**config.mk**
```make
export PLATFORM = sky130hd
export DESIGN_NAME = opl_phase_top
export DESIGN_NICKNAME = d
export VERILOG_FILES = /design/src/hdl/opl_phase_pkg.sv /design/src/hdl/op_decode.sv /design/src/hdl/phase_accum.sv /design/src/hdl/calc_rhythm_phase.sv /design/src/hdl/result_hold.sv /design/src/hdl/opl_phase_top.sv
export SDC_FILE = /design/constraint.sdc
export NUM_CORES = 1
export LEC_CHECK = 0
export ABC_AREA = 1
export BUFFER_PORTS_ARGS = -buffer_cell sky130_fd_sc_hd__buf_2
export CAP_MARGIN = 20
export CORE_AREA = 2 2 187 189
export CTS_CLUSTER_DIAMETER = 50
export DETAILED_ROUTE_END_ITERATION = 8
export DIE_AREA = 0 0 189 191
export GPL_TIMING_DRIVEN = 0
export PLACE_DENSITY = 0.79
export SYNTH_ARGS = -nofsm -noshare
export SYNTH_HDL_FRONTEND = slang
export SYNTH_HIERARCHICAL = 1
export SYNTH_SLANG_ARGS = --single-unit
```
**constraint.sdc**
```tcl
create_clock -name clk -period 5.45 [get_ports clk]
set_input_delay 1.09 -clock clk [delete_from_list [all_inputs] [get_ports clk]]
set_output_delay 1.09 -clock clk [all_outputs]
set_load 0.01 [all_outputs]
```
**src/hdl/opl_phase_pkg.sv**
```systemverilog
package opl_phase_pkg;

    // bank geometry
    localparam int NUM_SLOTS       = 18;
    localparam int SLOT_WIDTH      = 5;
    localparam int PHASE_ACC_WIDTH = 10; // phase handed to the waveform stage
    localparam int ACC_WIDTH       = 19; // phase is the top PHASE_ACC_WIDTH bits
    localparam int INC_WIDTH       = 17;

    // rhythm slot map, only meaningful while rhythm mode is on
    localparam logic [SLOT_WIDTH-1:0] SLOT_BASS_DRUM   = 5'd12;
    localparam logic [SLOT_WIDTH-1:0] SLOT_HI_HAT      = 5'd13;
    localparam logic [SLOT_WIDTH-1:0] SLOT_TOM_TOM     = 5'd14;
    localparam logic [SLOT_WIDTH-1:0] SLOT_BASS_DRUM2  = 5'd15; // second half of the bass drum pair
    localparam logic [SLOT_WIDTH-1:0] SLOT_SNARE_DRUM  = 5'd16;
    localparam logic [SLOT_WIDTH-1:0] SLOT_TOP_CYMBAL  = 5'd17;
    localparam logic [SLOT_WIDTH-1:0] SLOT_NOISE_TICK  = 5'd0;  // step here = new sample

    // galois lfsr for percussion noise
    localparam int                    RAND_NUM_WIDTH  = 23;
    localparam logic [RAND_NUM_WIDTH-1:0] RAND_POLYNOMIAL = 23'h800302;

    typedef enum logic [1:0] {
        OPC_KEY_ON = 2'd0, // clear accumulator, return 0
        OPC_STEP   = 2'd1, // add increment, return new phase
        OPC_READ   = 2'd2  // return current phase, no update
    } opcode_t;

    typedef enum logic [2:0] {
        OP_NORMAL,
        OP_BASS_DRUM,
        OP_HI_HAT,
        OP_TOM_TOM,
        OP_SNARE_DRUM,
        OP_TOP_CYMBAL
    } operator_t;

    // host command, 25 bits
    typedef struct packed {
        opcode_t                opcode;
        logic [SLOT_WIDTH-1:0]  slot;
        logic                   rhythm_en;
        logic [INC_WIDTH-1:0]   phase_inc;
    } phase_cmd_t;

    typedef struct packed {
        opcode_t                opcode;
        logic [SLOT_WIDTH-1:0]  slot;
        operator_t              op_type;
        logic [INC_WIDTH-1:0]   phase_inc;
        logic                   noise_tick; // step on slot 0
    } decoded_cmd_t;

    typedef struct packed {
        logic [SLOT_WIDTH-1:0]      slot;
        operator_t                  op_type;
        logic                       noise_tick;
        logic                       advance;    // accumulator was stepped
        logic [PHASE_ACC_WIDTH-1:0] phase;
    } raw_phase_t;

endpackage

```
**src/hdl/op_decode.sv**
```systemverilog
`timescale 1ns/1ns

module op_decode
    import opl_phase_pkg::*;
(
    input  logic         clk,
    input  logic         rst_n,
    input  phase_cmd_t   cmd,
    input  logic         req,
    input  logic         busy,
    output decoded_cmd_t dec,
    output logic         dec_valid
);

    logic      req_q;    // req as seen on the previous edge
    logic      accept;
    operator_t op_type_d;

    // new command only on a fresh req edge and with the result side idle
    assign accept = req && !req_q && !busy;

    // slot to percussion voice, only with rhythm on
    always_comb begin
        op_type_d = OP_NORMAL;
        if (cmd.rhythm_en && cmd.opcode != OPC_KEY_ON) begin // key-on never transforms
            case (cmd.slot)
                SLOT_BASS_DRUM:  op_type_d = OP_BASS_DRUM;
                SLOT_BASS_DRUM2: op_type_d = OP_BASS_DRUM;
                SLOT_HI_HAT:     op_type_d = OP_HI_HAT;
                SLOT_TOM_TOM:    op_type_d = OP_TOM_TOM;
                SLOT_SNARE_DRUM: op_type_d = OP_SNARE_DRUM;
                SLOT_TOP_CYMBAL: op_type_d = OP_TOP_CYMBAL;
                default:         op_type_d = OP_NORMAL;
            endcase
        end
    end

    // handshake control
    always_ff @(posedge clk or negedge rst_n) begin
        if (!rst_n) begin
            req_q     <= 1'b0;
            dec_valid <= 1'b0;
        end else begin
            req_q     <= req;
            dec_valid <= accept; // single cycle pulse
        end
    end

    // command fields, only loaded on accept
    always_ff @(posedge clk) begin
        if (accept) begin
            dec.opcode     <= cmd.opcode;
            dec.slot       <= cmd.slot;
            dec.op_type    <= op_type_d;
            dec.phase_inc  <= cmd.phase_inc;
            dec.noise_tick <= (cmd.opcode == OPC_STEP) && (cmd.slot == SLOT_NOISE_TICK);
        end
    end

endmodule

```
**src/hdl/phase_accum.sv**
```systemverilog
`timescale 1ns/1ns

module phase_accum
    import opl_phase_pkg::*;
(
    input  logic         clk,
    input  logic         rst_n,
    input  decoded_cmd_t dec,
    input  logic         dec_valid,
    output raw_phase_t   raw,
    output logic         raw_valid
);

    logic [ACC_WIDTH-1:0] acc [NUM_SLOTS]; // one accumulator per operator slot
    logic [ACC_WIDTH-1:0] acc_cur;
    logic [ACC_WIDTH-1:0] acc_nxt;
    logic                 slot_ok;

    // slots 18..31 do not exist, they read as zero and are never written
    assign slot_ok = (dec.slot < NUM_SLOTS);

    always_comb begin
        acc_cur = '0;
        if (slot_ok)
            acc_cur = acc[dec.slot];

        case (dec.opcode)
            OPC_KEY_ON: acc_nxt = '0;
            // wraps modulo 2^19 by width
            OPC_STEP:   acc_nxt = acc_cur + {{(ACC_WIDTH-INC_WIDTH){1'b0}}, dec.phase_inc};
            default:    acc_nxt = acc_cur; // read
        endcase
    end

    // accumulator array
    always_ff @(posedge clk or negedge rst_n) begin
        if (!rst_n) begin
            for (int i = 0; i < NUM_SLOTS; i++)
                acc[i] <= '0;
        end else if (dec_valid && slot_ok) begin
            acc[dec.slot] <= acc_nxt; // read writes back the same value
        end
    end

    always_ff @(posedge clk or negedge rst_n) begin
        if (!rst_n)
            raw_valid <= 1'b0;
        else
            raw_valid <= dec_valid;
    end

    // result fields for the rhythm stage
    always_ff @(posedge clk) begin
        if (dec_valid) begin
            raw.slot       <= dec.slot;
            raw.op_type    <= dec.op_type;
            raw.noise_tick <= dec.noise_tick;
            raw.advance    <= (dec.opcode == OPC_STEP);
            raw.phase      <= acc_nxt[ACC_WIDTH-1 -: PHASE_ACC_WIDTH]; // top bits
        end
    end

endmodule

```
**src/hdl/calc_rhythm_phase.sv**
```systemverilog
`timescale 1ns/1ns

module calc_rhythm_phase
    import opl_phase_pkg::*;
(
    input  logic                       clk,
    input  logic                       rst_n,
    input  raw_phase_t                 raw,
    input  logic                       raw_valid,
    output logic [PHASE_ACC_WIDTH-1:0] rhythm_phase,
    output logic                       rhythm_valid
);

    logic [PHASE_ACC_WIDTH-1:0] hh_phase;   // last hi-hat phase, shared with snare and cymbal
    logic [RAND_NUM_WIDTH-1:0]  rand_num;   // noise lfsr
    logic [PHASE_ACC_WIDTH-1:0] sel_phase;
    logic                       phase_bit;
    logic                       noise_bit;
    logic [PHASE_ACC_WIDTH-1:0] phase_d;
    logic                       hh_capture;

    // hi hat stepped in rhythm mode
    assign hh_capture = raw_valid && raw.advance &&
                        (raw.op_type == OP_HI_HAT) && (raw.slot == SLOT_HI_HAT);

    always_comb begin
        // cymbal works off the hi-hat phase, hi hat off its own
        sel_phase = (raw.op_type == OP_TOP_CYMBAL) ? hh_phase : raw.phase;

        phase_bit = (sel_phase[7] ^ sel_phase[2]) | sel_phase[3] |
                    (sel_phase[5] ^ sel_phase[3]);
        noise_bit = rand_num[0]; // value before this command's tick

        case (raw.op_type)
            OP_HI_HAT: begin
                phase_d = {phase_bit, 9'd0} | (10'h034 << (phase_bit ^ noise_bit));
            end
            OP_SNARE_DRUM: begin
                phase_d = hh_phase[8] ? 10'h200 : 10'h100;
                phase_d[8] = phase_d[8] ^ noise_bit;
            end
            OP_TOP_CYMBAL: begin
                phase_d = phase_bit ? 10'h300 : 10'h100;
            end
            default: phase_d = raw.phase; // normal, bass drum, tom tom
        endcase
    end

    always_ff @(posedge clk or negedge rst_n) begin
        if (!rst_n) begin
            hh_phase     <= '0;
            rand_num     <= RAND_NUM_WIDTH'(1);
            rhythm_valid <= 1'b0;
        end else begin
            rhythm_valid <= raw_valid;
            if (hh_capture)
                hh_phase <= raw.phase;
            // galois shift, once per sample
            if (raw_valid && raw.noise_tick) begin
                if (rand_num[0])
                    rand_num <= (rand_num ^ RAND_POLYNOMIAL) >> 1;
                else
                    rand_num <= rand_num >> 1;
            end
        end
    end

    always_ff @(posedge clk) begin
        if (raw_valid)
            rhythm_phase <= phase_d;
    end

endmodule

```
**src/hdl/result_hold.sv**
```systemverilog
`timescale 1ns/1ns

module result_hold
    import opl_phase_pkg::*;
(
    input  logic                       clk,
    input  logic                       rst_n,
    input  logic                       req,
    input  logic [PHASE_ACC_WIDTH-1:0] rhythm_phase,
    input  logic                       rhythm_valid,
    output logic [PHASE_ACC_WIDTH-1:0] phase_out,
    output logic                       ack,
    output logic                       busy
);

    // ack side of the four-phase exchange
    // busy covers the whole exchange so decode ignores req until ack is back low
    always_ff @(posedge clk or negedge rst_n) begin
        if (!rst_n) begin
            ack  <= 1'b0;
            busy <= 1'b0;
        end else begin
            if (rhythm_valid)
                ack <= 1'b1;       // result arrived
            else if (!req)
                ack <= 1'b0;       // host released req

            if (req)
                busy <= 1'b1;      // command entered or still held
            else if (ack)
                busy <= 1'b0;      // falls together with ack
        end
    end

    // returned phase, stable for as long as ack is high
    always_ff @(posedge clk) begin
        if (rhythm_valid)
            phase_out <= rhythm_phase;
    end

endmodule

```
**src/hdl/opl_phase_top.sv**
```systemverilog
`timescale 1ns/1ns

module opl_phase_top
    import opl_phase_pkg::*;
(
    input  logic                       clk,
    input  logic                       rst_n,
    input  logic                       req,
    input  phase_cmd_t                 cmd,
    output logic [PHASE_ACC_WIDTH-1:0] phase_out,
    output logic                       ack
);

    decoded_cmd_t               dec;
    logic                       dec_valid;
    raw_phase_t                 raw;
    logic                       raw_valid;
    logic [PHASE_ACC_WIDTH-1:0] rhythm_phase;
    logic                       rhythm_valid;
    logic                       busy;

    // decode, req edge to dec_valid
    op_decode u_op_decode (
        .clk       (clk),
        .rst_n     (rst_n),
        .cmd       (cmd),
        .req       (req),
        .busy      (busy),
        .dec       (dec),
        .dec_valid (dec_valid)
    );

    phase_accum u_phase_accum (
        .clk       (clk),
        .rst_n     (rst_n),
        .dec       (dec),
        .dec_valid (dec_valid),
        .raw       (raw),
        .raw_valid (raw_valid)
    );

    calc_rhythm_phase u_calc_rhythm_phase (
        .clk          (clk),
        .rst_n        (rst_n),
        .raw          (raw),
        .raw_valid    (raw_valid),
        .rhythm_phase (rhythm_phase),
        .rhythm_valid (rhythm_valid)
    );

    // result and ack, busy goes back to decode
    result_hold u_result_hold (
        .clk          (clk),
        .rst_n        (rst_n),
        .req          (req),
        .rhythm_phase (rhythm_phase),
        .rhythm_valid (rhythm_valid),
        .phase_out    (phase_out),
        .ack          (ack),
        .busy         (busy)
    );

endmodule

```
==> results.md, run 1 <==
* Status: complete, no violations
* Post-synth top area cell: dfrtp_1
* Clock Skew at 0.02723 ns
* Effective utilization at floorplan at 0.5914
* Clk sinks at 430
* Max_cap viols at 0
* Antenna viol nets, final at 0
* Crit path max fanout at 10
* FF-to-FF path depth at 23
* Global-route wire length before repair at 92.62 mm
* Horiz. Die Dim at 189 um
* Power Dens Cells at 289.0 nW/um^2
* Mapped Cells at 2,462
* Final HPWL DP at 40.56 mm
* Die height at 191 um
* Vias in the first global route at 17,220
* Clk Latency, worst-skew pair at 0.60 ns
* Total power at 6.525 mW
* Crit. End Element: flop
* Rows at 68
* Clock Tree Buf Depth at 3
* RSZ-0062 raised after global routing: no
* Pin count of the biggest net entering global routing at 120
* GP Congestion at 0.9497
* Tightest Pin Transition at 0.8908 ns
* Leak pwr at 12.26 nW
* Avg Vias per Cell at 5.726
* Clock transition at path regs at 0.06 ns
* Setup Buffers After CTS at 0
* Crit share post-route at 0.9170
* Reg2reg end: u_phase_accum/acc[259]
* YS warnings at 6
* Required time of the critical path at 5.97 ns
* Maximum vdd drop at 268.3 uV
* Die area at 36,100 um^2
* Final WS setup at 0.4523 ns
* R2R Setup Slk at 0.45 ns
* Final setup violating endpoints at 0
* Final #Nets at 2,600
* Core Region at 34,120 um^2
* Initial antenna violation count at 1
* Initial drt markers at 1,860
* Fill cell count at 2,753
* Synth Cell Area at 20,180 um^2
* Top cell type's share of synthesized area at 0.4478
* FF-to-FF Start: u_op_decode/dec[21]
* Number of remaining DRC errors at 0
* Num ports at 39
* Area Overhead vs Synth at 11.93%
* Crit path capture: u_phase_accum/acc[259]
* Yosys cell types at 49
* Final min period at 4.998 ns
* DR vias at 17,430
* # hold bufs at CTS at 0
* Worst setup startpoint: u_op_decode/dec[21]
* Port bufs at 38
* Hold crit path type: input pin to async pin
* Routed WL at 58.25 mm
* Commonest cells after routing, fill and taps aside: nand2_1, dfrtp_1, a22oi_1, buf_2, nand3_1
* Root Driver: clkbuf_16
* Global route overflow at 0
* Proportion of layout cells with a drive suffix above 1 at 0.1109
* First-pass detailed-route iteration total at 6
* Avg Inst Size Synth at 8.195 um^2
* N_diodes at 0
* Dpl ws at 0.7340 ns
* Hold violation count in the final report at 0
* CP Data Arrival Time at 5.52 ns
* Main area contributors after synthesis: dfrtp_1, nand2_1, edfxtp_1, a22oi_1, nand3_1
* Slew margin rel. at 0.4061
* Critical path type: flop to flop
* CTS tree: built
* CTS Buf Count at 47
* Most common cell after layout, fill and taps aside: nand2_1
* GRT Total Usage at 0.3334
* Net Count, Synth at 2,508
* Post-CTS Resized at 0
* Sequential share of the synthesized area at 0.5503
* Highest clock rate at 200.1 MHz
* Wire per inst at 19.14 um
* Final Max Tran Viols at 0
* H-tree Lvls at 2
* CP Launch Type: flop
* Synth Register Bits at 430
area by class of cell:
| type | instances | area (um^2) | area share |
|---|---|---|---|
| clock inverter | 21 | 190.2 | 0.008422 |
| multi-input combinational | 1827 | 8005 | 0.3545 |
| tap | 455 | 569.3 | 0.02521 |
| inverter | 89 | 337.8 | 0.01496 |
| sequential | 430 | 11100 | 0.4916 |
| buffer | 116 | 735.7 | 0.03258 |
| clock buffer | 63 | 1336 | 0.05918 |
| timing repair buffer | 43 | 305.3 | 0.01352 |
registers in the layout (all words and copies together), names as in the netlist, 5 cells and up:
signal / flops
u_calc_rhythm_phase/hh_phase: 5
u_calc_rhythm_phase/rand_num: 9
u_calc_rhythm_phase/rhythm_phase: 10
u_op_decode/dec: 28
u_phase_accum/acc: 342
u_phase_accum/raw: 20
u_result_hold/phase_out: 10
cells in the mapped netlist, drive strengths merged:
cell type  instances
o221ai             1
inv               75
clkinv            14
and3               1
nand3             73
buf               97
dfrtp            361
nor2              71
xor2               1
clkbuf            19
nand2           1445
o31ai              1
o211ai             1
nand4              5
o21ai             35
nor4               2
ha                17
dfstp              1
nand3b             1
nor3b              1
edfxtp            68
o22ai              2
fa                 1
or2                7
a22oi            101
xnor2              1
a21oi             47
nor3               4
a22o               9
logic make-up (layout without fill, tap and decap cells):
logic type	after synthesis	count (layout)	synth area share
fa+ha+maj	18	18	0.01153
flops	430	430	0.5503
compound gates	197	197	0.06661
buf+inv	205	332	0.05321
simple gates	1610	1610	0.3175
xor+xnor	2	2	0.0008684
through the flow:
step	hold WS (ns)	utilization	instances	cell area (um^2)	TNS, ns
2_1_floorplan	0.4003	-	2462	20180	0
3_3_place_gp	0.4018	0.6136	2955	20940	-1286.31
3_5_place_dp	0.4045	0.6171	2960	21060	0
4_1_cts	0.3823	0.6619	3044	22580	0
5_1_grt	0.4099	0.6619	3044	22580	0
6_report	0.3903	0.6619	3044	22580	0
layer usage:
layer	routed length [um]	global-route usage
met1	22740	0.4344
met2	26230	0.5117
met3	5045	0.05691
met4	4221	0.2341
met5	16	0
report_power, final:
group,internal [mW],switching (mW)
clock network,1.83,1.33
registers,3.27,0.00551
logic,0.0232,0.0746
critical path: stages, from the launching register on:
cell and delay, ns:
edfxtp_1 0.52, inv_2 0.23, nor2_8 0.28, buf_2 0.43, buf_4 0.28, nand2_1 0.07, nand3_1 0.25, a21oi_1 0.11
nand2_1 0.11, ha_1 0.18, inv_1 0.06, fa_1 0.35, inv_1 0.09, nand3_1 0.07, nand2_1 0.14, a21oi_1 0.13
o21ai_0 0.53, nand2_1 0.16, nand3_1 0.11, nand3_1 0.10, nand2_2 0.21, buf_2 0.33, nand2_1 0.10, nand2_1 0.08
worst min-delay path by stage:
| stage | startpoint | endpoint | slack (ns) |
|---|---|---|---|
| after floorplan | u_op_decode/dec[0] | u_phase_accum/raw[11] | 0.40 |
| after global placement | u_calc_rhythm_phase/rhythm_phase[3] | u_result_hold/phase_out[3] | 0.40 |
| after detailed placement | u_calc_rhythm_phase/rhythm_phase[1] | u_result_hold/phase_out[1] | 0.40 |
| after CTS | rst_n | u_phase_accum/acc[218] | 0.38 |
| after global routing | rst_n | u_phase_accum/acc[218] | 0.41 |
| final | rst_n | u_phase_accum/acc[218] | 0.39 |
(Power assumes the default switching activity.)
==> run 2, diff against run 1 <==
- MAX_ROUTING_LAYER: not set -> met4
==> results.md, run 2 (synthesis gave the netlist of run 1 again) <==
* Global route overflow at 0 (unchanged)
* Tightest Pin Transition at 0.9018 ns (was 0.8908 ns)
* Pin count of the biggest net entering global routing at 110 (was 120)
* CTS tree: built (unchanged)
* Post-DP Area at 21,060 um^2 (unchanged)
* Commonest cells after routing, fill and taps aside: nand2_1, dfrtp_1, a22oi_1, buf_2, nand3_1 (unchanged)
* Die area at 36,100 um^2 (unchanged)
* Clk sinks at 430 (unchanged)
* Final instance area at 22,540 um^2 (was 22,580 um^2)
* Rows at 68 (unchanged)
* Peak per-stage delay on the critical path at 0.54 ns (was 0.53 ns)
* Effective utilization at floorplan at 0.5914 (unchanged)
* Fin util at 0.6607 (was 0.6619)
* GRT Total Usage at 0.3424 (was 0.3334)
* Vias in the first global route at 16,870 (was 17,220)
* Critical path type: flop to flop (unchanged)
* Number of remaining DRC errors at 0 (unchanged)
* Final Max Tran Viols at 0 (unchanged)
* Wire per inst at 19.27 um (was 19.14 um)
* Setup Buffers After CTS at 0 (unchanged)
* Leak pwr at 12.24 nW (was 12.26 nW)
* Reg with most FFs: u_phase_accum/acc (unchanged)
* Max_cap viols at 0 (unchanged)
* Cell Chain, Critical Path: inv_2 > nor2_8 > buf_2 > buf_4 > nand2_1 > nand3_1 > a21oi_1 > nand2_1 > ha_1 > inv_1 > fa_1 > inv_1 > nand3_1 > nand2_1 > a21oi_1 > o21ai_0 > nand2_1 > nand3_1 > nand3_1 > nand2_2 > buf_2 > nand2_1 > nand2_1 (unchanged)
* Power Dens Cells at 286.5 nW/um^2 (was 289.0 nW/um^2)
* Crit share post-route at 0.9028 (was 0.9170)
* Total power at 6.458 mW (was 6.525 mW)
* Post-route insts no fill at 3,044 (unchanged)
* Final HPWL DP at 40.69 mm (was 40.56 mm)
* Root Driver: clkbuf_16 (unchanged)
* Final #Nets at 2,600 (unchanged)
* CP Launch Type: flop (unchanged)
* Crit. End Element: flop (unchanged)
* Routed WL at 58.67 mm (was 58.25 mm)
* RSZ-0062 raised after global routing: no (unchanged)
* Dpl ws at 0.7206 ns (was 0.7340 ns)
* Clock transition at path regs at 0.06 ns (about the same)
* Worst hold start: u_op_decode/dec[18]
* Placed Cells at 2,960 (unchanged)
* Maximum vdd drop at 253.8 uV (was 268.3 uV)
* Horiz. Die Dim at 189 um (unchanged)
* R2R Setup Slk at 0.53 ns (was 0.45 ns)
* Critical Path Slowest Stage Cell: o21ai_0 (unchanged)
* Core Region at 34,120 um^2 (unchanged)
* Clock Skew at 0.02208 ns (was 0.02723 ns)
* Clk Latency, worst-skew pair at 0.59 ns (was 0.60 ns)
* Proportion of layout cells with a drive suffix above 1 at 0.1085 (was 0.1109)
* N_diodes at 0 (unchanged)
* Highest clock rate at 203.2 MHz (was 200.1 MHz)
* H-tree Lvls at 2 (unchanged)
* Reg2reg end: u_phase_accum/acc[259] (unchanged)
* Hold_ws at 0.4180 ns (was 0.3903 ns)
* Antenna viol nets, final at 0 (unchanged)
* Initial drt markers at 2,085 (was 1,860)
* Crit path top cell by count: nand2_1 (unchanged)
* Critical path's top delay family: simple AND/OR/NAND/NOR gates (unchanged)
* Final setup violating endpoints at 0 (unchanged)
* Final min period at 4.920 ns (was 4.998 ns)
* Clock Tree Buf Depth at 3 (unchanged)
* Final WS setup at 0.5299 ns (was 0.4523 ns)
* CP Data Arrival Time at 5.43 ns (was 5.52 ns)
* CP bufs+invs at 6 (unchanged)
* Avg Vias per Cell at 5.772 (was 5.726)
* Post-CTS Resized at 0 (unchanged)
* Worst Hold Endpoint: u_phase_accum/raw[12]
* FF-to-FF path depth at 23 (unchanged)
* # hold bufs at CTS at 0 (unchanged)
* DR vias at 17,570 (was 17,430)
* Die height at 191 um (unchanged)
* FF-to-FF Start: u_op_decode/dec[21] (unchanged)
* Hold violation count in the final report at 0 (unchanged)
* Required time of the critical path at 5.96 ns (was 5.97 ns)
* Status: complete, no violations (unchanged)
* Area Overhead vs Synth at 11.73% (was 11.93%)
* Most common cell after layout, fill and taps aside: nand2_1 (unchanged)
* Setup TNS at 0 ns (unchanged)
* Max reg flops at 342 (unchanged)
* First-pass detailed-route iteration total at 5 (was 6)
* Hold crit path type: flop to flop (was input pin to async pin)
* Worst hold path stage count at 0
* Num ports at 39 (unchanged)
* Initial antenna violation count at 0 (was 1)
* GP Congestion at 0.9682 (was 0.9497)
* Crit path max fanout at 10 (unchanged)
* CTS Buf Count at 47 (unchanged)
* Slew margin rel. at 0.3988 (was 0.4061)
* Top Registers: u_phase_accum/acc: 342 flops, u_op_decode/dec: 28 flops, u_phase_accum/raw: 20 flops (unchanged)
* Port bufs at 38 (unchanged)
* Global-route wire length before repair at 92.09 mm (was 92.62 mm)
run 2: cell count changes in the layout (fill, tap and decap cells not counted), sizes merged:
cell	change
clkinv	+4
clkbuf	+3
inv	-7
run 2: final cells by class:
class                           instances  area [um^2]
Timing Repair Buffer                   43        305.3
Clock buffer                           66         1329
Buffer                                116        735.7
Fill cell                            2733        11580
Sequential cell                       430        11100
Multi-Input combinational cell       1827         8005
Inverter                               89        337.8
Clock inverter                         18        157.7
Tap cell                              455        569.3
run 2: routing by layer:
| layer | up-vias | wire length [um] | GRT usage | part of all wire |
|---|---|---|---|---|
| li1 | 7962 | - | - | - |
| met1 | 8484 | 23030 | 0.4419 | 0.39 |
| met2 | 926 | 27130 | 0.5252 | 0.46 |
| met3 | 197 | 4964 | 0.04737 | 0.085 |
| met4 | 0 | 3540 | 0.1947 | 0.060 |
| met5 | - | 0 | - | 0 |
run 2: worst max-delay path by stage:
stage                        startpoint                     end  slack (ns)  cells past startpoint
finish              u_op_decode/dec[21]  u_phase_accum/acc[259]        0.53                     23
global route        u_op_decode/dec[21]  u_phase_accum/acc[221]        0.34                     23
CTS                 u_op_decode/dec[21]  u_phase_accum/acc[259]        0.65                     23
detailed placement  u_op_decode/dec[21]  u_phase_accum/acc[318]        0.72                     23
global placement                  rst_n    u_phase_accum/acc[2]       -3.59                      1
floorplan                           req      u_op_decode/dec[0]        1.77                      1
run 2: where the power goes:
group,internal (mW),switching [mW],total [mW],leakage [nW]
clock network,1.79,1.29,3.09,0.733
logic,0.0232,0.0745,0.0977,5.84
registers,3.27,0.00556,3.27,5.66
